<file path="src/source/icache_pkg.sv">
// Instruction cache geometry constants and the lookup FSM state type
package icache_pkg;

  // Physical address and fetch word widths
  localparam int unsigned ADDR_WIDTH = 32;
  localparam int unsigned WORD_WIDTH = 64;

  // Direct-mapped organisation
  localparam int unsigned LINE_WORDS = 4;
  localparam int unsigned NUM_SETS   = 8;

  // Byte offset inside one 64-bit word
  localparam int unsigned BYTE_BITS = $clog2(WORD_WIDTH / 8);

  // Address split above the byte offset
  localparam int unsigned OFFSET_BITS = $clog2(LINE_WORDS);
  localparam int unsigned INDEX_BITS  = $clog2(NUM_SETS);
  localparam int unsigned TAG_BITS    = ADDR_WIDTH - INDEX_BITS - OFFSET_BITS - BYTE_BITS;

  // Lookup FSM
  typedef enum logic [1:0] {
    LK_IDLE,
    LK_COMPARE,
    LK_REFILL,
    LK_FLUSH
  } lookup_state_e;

endpackage

</file>
<file path="src/source/refill_pkg.sv">
// Memory bus refill constants, noncacheable region and refill kind type
package refill_pkg;

  // Burst length is the beat count minus one
  localparam int unsigned BLEN_WIDTH = 2;

  // Addresses with this bit set are never cached
  localparam int unsigned NC_REGION_BIT = 31;

  // Opcode of a miss: whole line or a single bypassed word
  typedef enum logic {
    REFILL_LINE,
    REFILL_WORD
  } refill_kind_e;

endpackage

</file>
<file path="src/source/fetch_decode.sv">
// Fetch decode stage: registers a fetch, splits the address, classifies cacheability
`timescale 1ns/1ps

module fetch_decode
  import icache_pkg::*;
  import refill_pkg::*;
(
  input  logic                   clk_i,
  input  logic                   rst_ni,
  input  logic                   fetch_req_i,
  input  logic [ADDR_WIDTH-1:0]  fetch_addr_i,
  input  logic                   en_i,
  output logic                   dec_valid_o,
  output logic [TAG_BITS-1:0]    dec_tag_o,
  output logic [INDEX_BITS-1:0]  dec_index_o,
  output logic [OFFSET_BITS-1:0] dec_offset_o,
  output refill_kind_e           dec_kind_o
);

  logic                  dec_valid_q;
  logic [ADDR_WIDTH-1:0] addr_q;
  refill_kind_e          kind_q;
  refill_kind_e          kind_d;

  // Bypass everything while the cache is off or the address is in the IO region
  assign kind_d = (!en_i || fetch_addr_i[NC_REGION_BIT]) ? REFILL_WORD : REFILL_LINE;

  always_ff @(posedge clk_i or negedge rst_ni) begin
    if (!rst_ni) begin
      dec_valid_q <= 1'b0;
    end else begin
      dec_valid_q <= fetch_req_i;
    end
  end

  always_ff @(posedge clk_i) begin
    if (fetch_req_i) begin
      addr_q <= fetch_addr_i;
      kind_q <= kind_d;
    end
  end

  assign dec_valid_o  = dec_valid_q;
  assign dec_kind_o   = kind_q;

  // Tag | index | word offset | byte offset
  assign dec_tag_o    = addr_q[ADDR_WIDTH-1 -: TAG_BITS];
  assign dec_index_o  = addr_q[BYTE_BITS+OFFSET_BITS +: INDEX_BITS];
  assign dec_offset_o = addr_q[BYTE_BITS +: OFFSET_BITS];

endmodule

</file>
<file path="src/source/icache_lookup.sv">
// Cache arrays, hit compare, miss FSM, flush handling and fetch response
`timescale 1ns/1ps

module icache_lookup
  import icache_pkg::*;
  import refill_pkg::*;
(
  input  logic                                  clk_i,
  input  logic                                  rst_ni,
  input  logic                                  flush_i,
  input  logic                                  dec_valid_i,
  input  logic [TAG_BITS-1:0]                   dec_tag_i,
  input  logic [INDEX_BITS-1:0]                 dec_index_i,
  input  logic [OFFSET_BITS-1:0]                dec_offset_i,
  input  refill_kind_e                          dec_kind_i,
  input  logic                                  line_valid_i,
  input  logic [LINE_WORDS-1:0][WORD_WIDTH-1:0] line_data_i,
  output logic                                  fetch_ready_o,
  output logic                                  fetch_valid_o,
  output logic                                  fetch_hit_o,
  output logic [WORD_WIDTH-1:0]                 fetch_data_o,
  output logic                                  miss_o,
  output logic                                  miss_valid_o,
  output logic [ADDR_WIDTH-1:0]                 miss_addr_o,
  output refill_kind_e                          miss_kind_o
);

  lookup_state_e state_q;
  lookup_state_e state_d;

  // Cache arrays
  logic [NUM_SETS-1:0]                   valid_q;
  logic [TAG_BITS-1:0]                   tag_q  [NUM_SETS];
  logic [LINE_WORDS-1:0][WORD_WIDTH-1:0] data_q [NUM_SETS];

  // Request under lookup
  logic [TAG_BITS-1:0]    req_tag_q;
  logic [INDEX_BITS-1:0]  req_index_q;
  logic [OFFSET_BITS-1:0] req_offset_q;
  refill_kind_e           req_kind_q;

  logic                  fetch_valid_q;
  logic                  fetch_hit_q;
  logic [WORD_WIDTH-1:0] fetch_data_q;
  logic                  miss_q;

  logic hit;
  logic refill_done;
  logic line_write;

  // Bypassed words never hit, even if the line happens to be present
  assign hit = valid_q[req_index_q] && (tag_q[req_index_q] == req_tag_q) &&
               (req_kind_q == REFILL_LINE);

  assign refill_done = (state_q == LK_REFILL) && line_valid_i;
  assign line_write  = refill_done && (req_kind_q == REFILL_LINE);

  // Idle with nothing waiting in decode
  assign fetch_ready_o = (state_q == LK_IDLE) && !dec_valid_i;

  always_comb begin
    state_d = state_q;
    unique case (state_q)
      LK_IDLE: begin
        if (dec_valid_i) begin
          state_d = LK_COMPARE;
        end else if (flush_i) begin
          state_d = LK_FLUSH;
        end
      end
      LK_COMPARE: begin
        state_d = hit ? LK_IDLE : LK_REFILL;
      end
      LK_REFILL: begin
        if (line_valid_i) begin
          state_d = LK_IDLE;
        end
      end
      LK_FLUSH: begin
        state_d = LK_IDLE;
      end
      default: begin
        state_d = LK_IDLE;
      end
    endcase
  end

  always_ff @(posedge clk_i or negedge rst_ni) begin
    if (!rst_ni) begin
      state_q       <= LK_IDLE;
      valid_q       <= '0;
      fetch_valid_q <= 1'b0;
      miss_q        <= 1'b0;
    end else begin
      state_q       <= state_d;
      fetch_valid_q <= ((state_q == LK_COMPARE) && hit) || refill_done;
      // One pulse per miss, also starts the bus request
      miss_q        <= (state_q == LK_COMPARE) && !hit;
      if (state_q == LK_FLUSH) begin
        valid_q <= '0;
      end else if (line_write) begin
        valid_q[req_index_q] <= 1'b1;
      end
    end
  end

  always_ff @(posedge clk_i) begin
    if ((state_q == LK_IDLE) && dec_valid_i) begin
      req_tag_q    <= dec_tag_i;
      req_index_q  <= dec_index_i;
      req_offset_q <= dec_offset_i;
      req_kind_q   <= dec_kind_i;
    end
    if (line_write) begin
      tag_q[req_index_q]  <= req_tag_q;
      data_q[req_index_q] <= line_data_i;
    end
    if (state_q == LK_COMPARE) begin
      fetch_hit_q  <= hit;
      fetch_data_q <= data_q[req_index_q][req_offset_q];
    end else if (refill_done) begin
      fetch_hit_q <= 1'b0;
      // A single word always arrives at offset 0
      if (req_kind_q == REFILL_LINE) begin
        fetch_data_q <= line_data_i[req_offset_q];
      end else begin
        fetch_data_q <= line_data_i[0];
      end
    end
  end

  assign fetch_valid_o = fetch_valid_q;
  assign fetch_hit_o   = fetch_hit_q;
  assign fetch_data_o  = fetch_data_q;

  assign miss_o       = miss_q;
  assign miss_valid_o = miss_q;
  assign miss_addr_o  = {req_tag_q, req_index_q, req_offset_q, {BYTE_BITS{1'b0}}};
  assign miss_kind_o  = req_kind_q;

endmodule

</file>
<file path="src/source/refill_request.sv">
// Bus request holder that keeps a miss request stable until grant and picks the burst length
`timescale 1ns/1ps

module refill_request
  import icache_pkg::*;
  import refill_pkg::*;
(
  input  logic                  clk_i,
  input  logic                  rst_ni,
  input  logic                  miss_valid_i,
  input  logic [ADDR_WIDTH-1:0] miss_addr_i,
  input  refill_kind_e          miss_kind_i,
  input  logic                  rd_gnt_i,
  output logic                  rd_req_o,
  output logic [ADDR_WIDTH-1:0] rd_addr_o,
  output logic [BLEN_WIDTH-1:0] rd_blen_o
);

  logic                  req_valid_q;
  logic                  req_valid_d;
  logic [ADDR_WIDTH-1:0] addr_q;
  logic [ADDR_WIDTH-1:0] addr_d;
  logic [BLEN_WIDTH-1:0] blen_q;
  logic [BLEN_WIDTH-1:0] blen_d;

  // Request stays up from the miss pulse until a grant is seen
  assign rd_req_o    = miss_valid_i | req_valid_q;
  assign req_valid_d = rd_req_o & ~rd_gnt_i;

  always_comb begin
    addr_d = addr_q;
    blen_d = blen_q;
    if (miss_valid_i) begin
      if (miss_kind_i == REFILL_LINE) begin
        // Line bursts start at the line base
        addr_d = {miss_addr_i[ADDR_WIDTH-1:OFFSET_BITS+BYTE_BITS],
                  {(OFFSET_BITS+BYTE_BITS){1'b0}}};
        blen_d = BLEN_WIDTH'(LINE_WORDS - 1);
      end else begin
        addr_d = miss_addr_i;
        blen_d = '0;
      end
    end
  end

  always_ff @(posedge clk_i or negedge rst_ni) begin
    if (!rst_ni) begin
      req_valid_q <= 1'b0;
    end else begin
      req_valid_q <= req_valid_d;
    end
  end

  always_ff @(posedge clk_i) begin
    addr_q <= addr_d;
    blen_q <= blen_d;
  end

  assign rd_addr_o = addr_d;
  assign rd_blen_o = blen_d;

endmodule

</file>
<file path="src/source/refill_assembler.sv">
// Read data assembler: shifts burst beats into a cache line
`timescale 1ns/1ps

module refill_assembler
  import icache_pkg::*;
(
  input  logic                                  clk_i,
  input  logic                                  rst_ni,
  input  logic                                  rd_valid_i,
  input  logic                                  rd_last_i,
  input  logic [WORD_WIDTH-1:0]                 rd_data_i,
  output logic                                  line_valid_o,
  output logic [LINE_WORDS-1:0][WORD_WIDTH-1:0] line_data_o
);

  logic                                  first_q;
  logic                                  first_d;
  logic [LINE_WORDS-1:0][WORD_WIDTH-1:0] shift_q;
  logic [LINE_WORDS-1:0][WORD_WIDTH-1:0] shift_d;

  always_comb begin
    first_d = first_q;
    shift_d = shift_q;
    if (rd_valid_i) begin
      // The beat after a last beat opens the next burst
      first_d = rd_last_i;
      shift_d = {rd_data_i, shift_q[LINE_WORDS-1:1]};
      // Single-beat burst: the word belongs at offset 0
      if (first_q && rd_last_i) begin
        shift_d[0] = rd_data_i;
      end
    end
  end

  always_ff @(posedge clk_i or negedge rst_ni) begin
    if (!rst_ni) begin
      first_q <= 1'b1;
    end else begin
      first_q <= first_d;
    end
  end

  always_ff @(posedge clk_i) begin
    shift_q <= shift_d;
  end

  // Line is complete together with the last beat
  assign line_valid_o = rd_valid_i & rd_last_i;
  assign line_data_o  = shift_d;

endmodule

</file>
<file path="src/source/icache_refill_top.sv">
// Instruction cache refill subsystem top level: decode, lookup, bus request, assembler
`timescale 1ns/1ps

module icache_refill_top
  import icache_pkg::*;
  import refill_pkg::*;
(
  input  logic                  clk_i,
  input  logic                  rst_ni,
  input  logic                  en_i,
  input  logic                  flush_i,
  input  logic                  fetch_req_i,
  input  logic [ADDR_WIDTH-1:0] fetch_addr_i,
  input  logic                  rd_gnt_i,
  input  logic                  rd_valid_i,
  input  logic                  rd_last_i,
  input  logic [WORD_WIDTH-1:0] rd_data_i,
  output logic                  fetch_ready_o,
  output logic                  fetch_valid_o,
  output logic                  fetch_hit_o,
  output logic [WORD_WIDTH-1:0] fetch_data_o,
  output logic                  miss_o,
  output logic                  rd_req_o,
  output logic [ADDR_WIDTH-1:0] rd_addr_o,
  output logic [BLEN_WIDTH-1:0] rd_blen_o
);

  // Decode to lookup
  logic                   dec_valid;
  logic [TAG_BITS-1:0]    dec_tag;
  logic [INDEX_BITS-1:0]  dec_index;
  logic [OFFSET_BITS-1:0] dec_offset;
  refill_kind_e           dec_kind;

  // Lookup to bus request
  logic                  miss_valid;
  logic [ADDR_WIDTH-1:0] miss_addr;
  refill_kind_e          miss_kind;

  // Assembler to lookup
  logic                                  line_valid;
  logic [LINE_WORDS-1:0][WORD_WIDTH-1:0] line_data;

  fetch_decode fetch_decode_i (
    .clk_i        (clk_i),
    .rst_ni       (rst_ni),
    .fetch_req_i  (fetch_req_i),
    .fetch_addr_i (fetch_addr_i),
    .en_i         (en_i),
    .dec_valid_o  (dec_valid),
    .dec_tag_o    (dec_tag),
    .dec_index_o  (dec_index),
    .dec_offset_o (dec_offset),
    .dec_kind_o   (dec_kind)
  );

  icache_lookup icache_lookup_i (
    .clk_i         (clk_i),
    .rst_ni        (rst_ni),
    .flush_i       (flush_i),
    .dec_valid_i   (dec_valid),
    .dec_tag_i     (dec_tag),
    .dec_index_i   (dec_index),
    .dec_offset_i  (dec_offset),
    .dec_kind_i    (dec_kind),
    .line_valid_i  (line_valid),
    .line_data_i   (line_data),
    .fetch_ready_o (fetch_ready_o),
    .fetch_valid_o (fetch_valid_o),
    .fetch_hit_o   (fetch_hit_o),
    .fetch_data_o  (fetch_data_o),
    .miss_o        (miss_o),
    .miss_valid_o  (miss_valid),
    .miss_addr_o   (miss_addr),
    .miss_kind_o   (miss_kind)
  );

  refill_request refill_request_i (
    .clk_i        (clk_i),
    .rst_ni       (rst_ni),
    .miss_valid_i (miss_valid),
    .miss_addr_i  (miss_addr),
    .miss_kind_i  (miss_kind),
    .rd_gnt_i     (rd_gnt_i),
    .rd_req_o     (rd_req_o),
    .rd_addr_o    (rd_addr_o),
    .rd_blen_o    (rd_blen_o)
  );

  refill_assembler refill_assembler_i (
    .clk_i        (clk_i),
    .rst_ni       (rst_ni),
    .rd_valid_i   (rd_valid_i),
    .rd_last_i    (rd_last_i),
    .rd_data_i    (rd_data_i),
    .line_valid_o (line_valid),
    .line_data_o  (line_data)
  );

endmodule

</file>
<file path="config.mk">
export PLATFORM = sky130hd
export DESIGN_NAME = icache_refill_top
export DESIGN_NICKNAME = d
export VERILOG_FILES = /design/src/source/icache_pkg.sv /design/src/source/refill_pkg.sv /design/src/source/fetch_decode.sv /design/src/source/icache_lookup.sv /design/src/source/refill_request.sv /design/src/source/refill_assembler.sv /design/src/source/icache_refill_top.sv
export SDC_FILE = /design/constraint.sdc
export NUM_CORES = 2
export LEC_CHECK = 0
export BUFFER_PORTS_ARGS = -buffer_cell sky130_fd_sc_hd__buf_2
export CORE_MARGIN = 2
export CORE_UTILIZATION = 65
export DETAILED_ROUTE_END_ITERATION = 8
export GPL_ROUTABILITY_DRIVEN = 0
export HOLD_SLACK_MARGIN = 0.05
export PLACE_DENSITY = 0.82
export SETUP_SLACK_MARGIN = 0.05
export SYNTH_ARGS = -nofsm -noshare
export SYNTH_HDL_FRONTEND = slang
export SYNTH_HIERARCHICAL = 1
export SYNTH_SLANG_ARGS = --single-unit
</file>
<file path="constraint.sdc">
create_clock -name clk_i -period 67.8 [get_ports clk_i]
set_input_delay 3.39 -clock clk_i [delete_from_list [all_inputs] [get_ports clk_i]]
set_output_delay 3.39 -clock clk_i [all_outputs]
set_load 0.05 [all_outputs]
</file>
* Yosys cells after proc, flatten, opt, wreduce, memory -nomap -nowiden
Memories as Yosys holds them, arrays and structs flattened. A register that Yosys moved wholly into a read port is not among the register bits.
Index checks and enable logic that the tools add are counted.
** Cells by class
- Bitwise operators :: 6
- Mux-type cells :: 31
- Equal/unequal tests :: 6
- Reductions and logical operators :: 19
- $lt $le $gt $ge :: 3
** Operator list (number)
- $mux 64 :: 6
- $bmux 64 s2 :: 2
- $mux 256 :: 1
- $mux 32 :: 1
- $eq 24x24->1 :: 1
- $mux 8 :: 2
- $mux 2 :: 6
- $logic_and 1x1->1 :: 10
- $or 8x8->8 :: 1
- $pmux 2 s4 :: 1
- $mux 1 :: 7
- $mux 3 :: 2
- $mux 5 :: 1
- $eq 2x2->1 const B :: 2
- $lt 3x4->1 const B :: 1
- $reduce_bool 2->1 :: 2
- $bmux 1 s3 :: 1
- $demux 1 s3 :: 1
- $ge 3x1->1 const B :: 1
- $logic_not 1->1 :: 3
- $lt 2x3->1 const B :: 1
- $ne 3x3->1 const B :: 1
- $and 1x1->1 :: 2
- $eq 2x1->1 const B :: 1
- other kinds (6) :: 8
** Storage, ports and cells
- Output and inout port bits :: 103
- Input port bits :: 104
- Memories kept :: 2
- RAM bits :: 2240
- Flip-flop bits (word level) :: 433
- Logic and storage cells :: 88
** Memories
- icache_lookup_i.data_q :: words 8, width 256, rd ports 1, clocked after memory_dff 1, wr ports 1, line icache_lookup.sv:34 : logic [LINE_WORDS-1:0][WORD_WIDTH-1:0] data_q [NUM_SETS];
- icache_lookup_i.tag_q :: words 8, width 24, rd ports 1, clocked after memory_dff 1, wr ports 1, line icache_lookup.sv:33 : logic [TAG_BITS-1:0] tag_q [NUM_SETS];

* Depth between registers and ports, before layout
- Word-level depth :: 8
- Gate-level depth with buffers :: 10
- Gate-level depth less buffers :: 7

* Cells and area by module
The synthesis kept the hierarchy.
** By module, submodules not included
- icache_lookup :: area each 90862.1 µm², sequential area each 70477.6 µm², cells an instance 3842, instances 1
- refill_assembler :: area each 9758.1 µm², sequential area each 5151.2 µm², cells an instance 772, instances 1
- refill_request :: area each 1152.4 µm², sequential area each 705.7 µm², cells an instance 88, instances 1
- fetch_decode :: area each 932.1 µm², sequential area each 925.9 µm², cells an instance 32, instances 1

* Worst setup path after synthesis
Ideal clock, no wire load.
- Path type :: in2reg
- Start point :: input port rd_valid_i
- End point :: memory icache_lookup_i/data_q[0][0] (netlist name) (enable)
- Path slack :: 43.190 ns
- Stages :: 7
- Path buffers :: 3
- Data arrival time :: 23.344 ns
- Required time :: 66.534 ns
- Setup time :: 1.266 ns
- Path through :: buf_6 -> buf_4 -> buf_2 -> and2_1 -> nand3b_1 -> or3_1 -> nor3_1
** On the way
- Word-level cells in the longest chain between the ends :: 5
** Ends and longest elaborated chain
- from (decl) :: line icache_refill_top.sv:15 : input logic rd_valid_i,
- $and 1x1->1 :: line refill_assembler.sv:48 : assign line_valid_o = rd_valid_i & rd_last_i;
- via line_valid :: line icache_refill_top.sv:41 : logic line_valid;
- $logic_and 1x1->1 :: line icache_lookup.sv:55 : assign refill_done = (state_q == LK_REFILL) && line_valid_i;
- $logic_and 1x1->1 :: line icache_lookup.sv:56 : assign line_write = refill_done && (req_kind_q == REFILL_LINE);
- $mux 1 :: line icache_lookup.sv:114 : if (line_write) begin
- $mux 1 (implied by the code) :: line icache_lookup.sv:116 : data_q[req_index_q] <= line_data_i;
- to (decl) :: line icache_lookup.sv:34
The timed path passes the listed nets, and every way through them passes these cells.

==> impl_metrics.ini <==
[run_status]
status = complete, no violations

[synth]
dominant_cells_by_area_after_synthesis = edfxtp_1, mux4_2, dfxtp_1
asyncSetResetFlopFracSynth_pct = 0.561
synth.yosys.seq_area_share_pct = 75.2
ys.warnings.count = 6
synth_top_cell_by_area = edfxtp_1
synth.ff_latch_count = 2673
post-synth-top-area-fraction_pct = 69.1
synth_ff_type = edfxtp_1
post_synth_num_cell_types = 45
postSynthCellCount = 4734
syn_area_per_cell_um2 = 21.7
synth_cell_area_um2 = 103000
synth_enable_flop_cells = 2365

[worst_setup_path]
crit_path_frequent_cell = buf_4
start_kind = flop
rrSetupSlack_ps = 60520
timing.critical_path.fanout_max = 69
crit_family = buffers and inverters
critical_path.cell_chain = buf_4 -> buf_4 -> buf_4 -> buf_4 -> buf_4 -> mux4_2 -> mux4_2 -> mux2i_1 -> o21ai_0
worst-path-buf-inv = 5
crit_path_max_incr_delay_ps = 960
worstReg2RegEnd = icache_lookup_i/fetch_data_o[42]
r2r_cells = 9
arrival_ps = 7830
cp_data_required_time_ps = 68360
timing_worst_setup_path_type = reg -> reg
timing.critical_path.slowest_stage_cell = dfxtp_4
timing.critical_path.depth = 9
crit_path_end_kind = flop
endpoint = icache_lookup_i/fetch_data_o[42]

[sta]
max_slew_margin_pct = 20.0
clock-skew-final_ps = 48.4
rsz0062_at_grt = false
drv_slew = 0
tightest_slew_ps = 1200
period_needed_ps = 7280
max_freq_mhz = 137
setup_tns_ps = 0
hold_viol_final = 0
report.final.setup_viol = 0
final.period_utilization_pct = 10.7

[cts]
cts.path.max_buffers = 4
htreeDepth = 5
post_cts_resize_count = 0
cts_tree = done
numCtsBuffers = 275
cts_sinks = 2673
cts.hold.buffers_added = 0
clk_pin_slew_ps = 60
clk_latency_ps = 900
cts_root_buffer = clkbuf_16
post_cts_setup_driven_buffer_insertion_count = 0

[drt]
num_vias = 50100
dr.first_iter.drc_count = 6593
totalWireLength_mm = 228
drtAntennaViolNets = 0
dr.pass1.iters = 6
avgViaCountPerCell = 6.88
detail_route.wl_per_cell_um = 31.4
drc = 0

[die]
floorplan.die_area_um2 = 161000
die-height_um = 402
die_w_um = 402
floorplan.initialDensity_pct = 65.6
rows = 145
core-area_um2 = 157000
io_pins = 207

[power]
total_power_uw = 4360
cellLeakagePower_uw = 0.0377
power_density_nw_per_um2 = 38.2
max-vdd-ir-drop_mv = 0.0456

[global_routing]
grt_pass1_wl_mm = 342
gr-usage-all-layers_pct = 28.7
antenna_found_initial = 14
grt_start_max_net_pins = 132
gr-total-overflow = 0
vias_in_the_first_global_route = 53200

[run]
max_cap_violations = 0

[cells_and_area]
post_route_cells_drive_above_1_share_pct = 31.4
num-fill-cells = 8087
syn_to_final_growth_pct = 11.2
net_count_of_the_finished_layout = 5113

[placement]
port-buffer-count = 203
post_detail_place_hpwl_mm = 105

[worst_hold_path]
min_path_type = reg -> reg
-- power by group --
part	leakage (µW)	internal, µW	total, µW	switching (µW)
clock network	0.00414	838	1430	596
logic	0.00949	379	929	550
registers	0.0241	1940	1990	57.6
total	0.0377	3150	4360	1200
-- worst reg2reg max path, delay by kind of cell, from the launching register on --
kind | cells | cell delay, ps
buffers and inverters | 5 | 4630
multiplexers | 3 | 1180
flip-flops | 1 | 960
AO/OA/AOI/OAI | 1 | 170
-- sequential cells by signal (all words and copies together), names as in the netlist, named ones only --
name                           cells
fetch_decode_i/addr_q             29
fetch_decode_i/dec_kind_o          1
fetch_decode_i/dec_valid_o         1
icache_lookup_i/data_q          2048
icache_lookup_i/fetch_data_o      64
icache_lookup_i/fetch_hit_o        1
icache_lookup_i/fetch_valid_o      1
icache_lookup_i/miss_kind_o        1
icache_lookup_i/miss_o             1
icache_lookup_i/req_index_q        3
icache_lookup_i/req_offset_q       2
icache_lookup_i/req_tag_q         24
icache_lookup_i/state_q            2
icache_lookup_i/tag_q            192
icache_lookup_i/valid_q            8
refill_assembler_i/first_q         1
refill_assembler_i/shift_q       256
refill_request_i/addr_q           32
refill_request_i/blen_q            2
refill_request_i/req_valid_q       1
-- cell type report --
type	instances	area (µm²)	share of cell area, %
clock inverters	89	768	0.673
diodes	10	25.0	0.0219
well taps	2058	2570	2.26
clock buffers	388	7690	6.73
flip-flops and latches	2673	77300	67.7
repair buffers	283	1800	1.58
multi-input cells	1705	23800	20.8
inverters	71	267	0.233
-- layout by cell type, fill, tap and decap left out, types with 10 or more instances in the layout --
| cell | instances |
|---|---|
| clkinv_2 | 39 |
| o221ai_1 | 64 |
| dfrtp_1 | 14 |
| a22oi_1 | 74 |
| o21ai_0 | 138 |
| mux4_2 | 678 |
| xor2_1 | 16 |
| mux2_2 | 140 |
| clkinv_1 | 27 |
| clkbuf_1 | 84 |
| buf_12 | 14 |
| buf_4 | 67 |
| bufinv_16 | 13 |
| clkbuf_8 | 21 |
| inv_1 | 71 |
| clkbuf_16 | 283 |
| nand4_1 | 66 |
| diode_2 | 10 |
| mux2_4 | 147 |
| mux2i_1 | 105 |
| buf_2 | 201 |
| dfxtp_1 | 290 |
| edfxtp_1 | 2365 |
| nand2_1 | 201 |
-- synth_stat cells (all sizes together), types with 6 or more instances --
cell	instances
dfxtp	293
mux2i	105
nand2b	7
xor2	16
nand4	66
o221ai	64
mux4	678
nand2	202
buf	214
mux2	287
clkbuf	73
a22oi	74
nand3	6
dfrtp	14
inv	71
nor2	11
edfxtp	2365
o21a	8
o21ai	139
-- stage by stage --
stage,area [µm²],hold slack (ps),instances,setup WS [ps],utilization (%)
global placement,106000,402,6790,60050,67.5
CTS,114000,410,7267,60460,72.9
finish,114000,403,7277,60520,72.9
global route,114000,409,7272,60280,72.9
detailed placement,106000,405,6790,59950,67.5
floorplan,103000,400,4736,43190,-
-- routing by layer --
metal	global-route usage, %	vias to the layer above	wire, µm
met3	5.31	523	22100
met4	11.1	4	7640
met1	39.8	26200	84300
li1	-	20200	-
met5	0	-	22
met2	46.2	3168	114000
-- logic make-up after synthesis --
| family | share of synthesized area [%] |
|---|---|
| compound gates | 1.90 |
| other cells | 0.00365 |
| mux | 19.6 |
| flops | 75.2 |
| xor+xnor | 0.153 |
| buf+inv | 1.73 |
| simple gates | 1.41 |
-- worst min-delay path by stage --
stage	from	to	cells past startpoint
2_1_floorplan	fetch_decode_i/dec_kind_o	icache_lookup_i/miss_kind_o	0
3_3_place_gp	fetch_decode_i/addr_q[4]	icache_lookup_i/req_offset_q[1]	0
3_5_place_dp	fetch_decode_i/addr_q[25]	icache_lookup_i/req_tag_q[17]	0
4_1_cts	fetch_decode_i/addr_q[30]	icache_lookup_i/req_tag_q[22]	0
5_1_grt	fetch_decode_i/addr_q[30]	icache_lookup_i/req_tag_q[22]	0
6_report	fetch_decode_i/addr_q[30]	icache_lookup_i/req_tag_q[22]	0
Note: power is estimated with default switching activity, not from simulation.
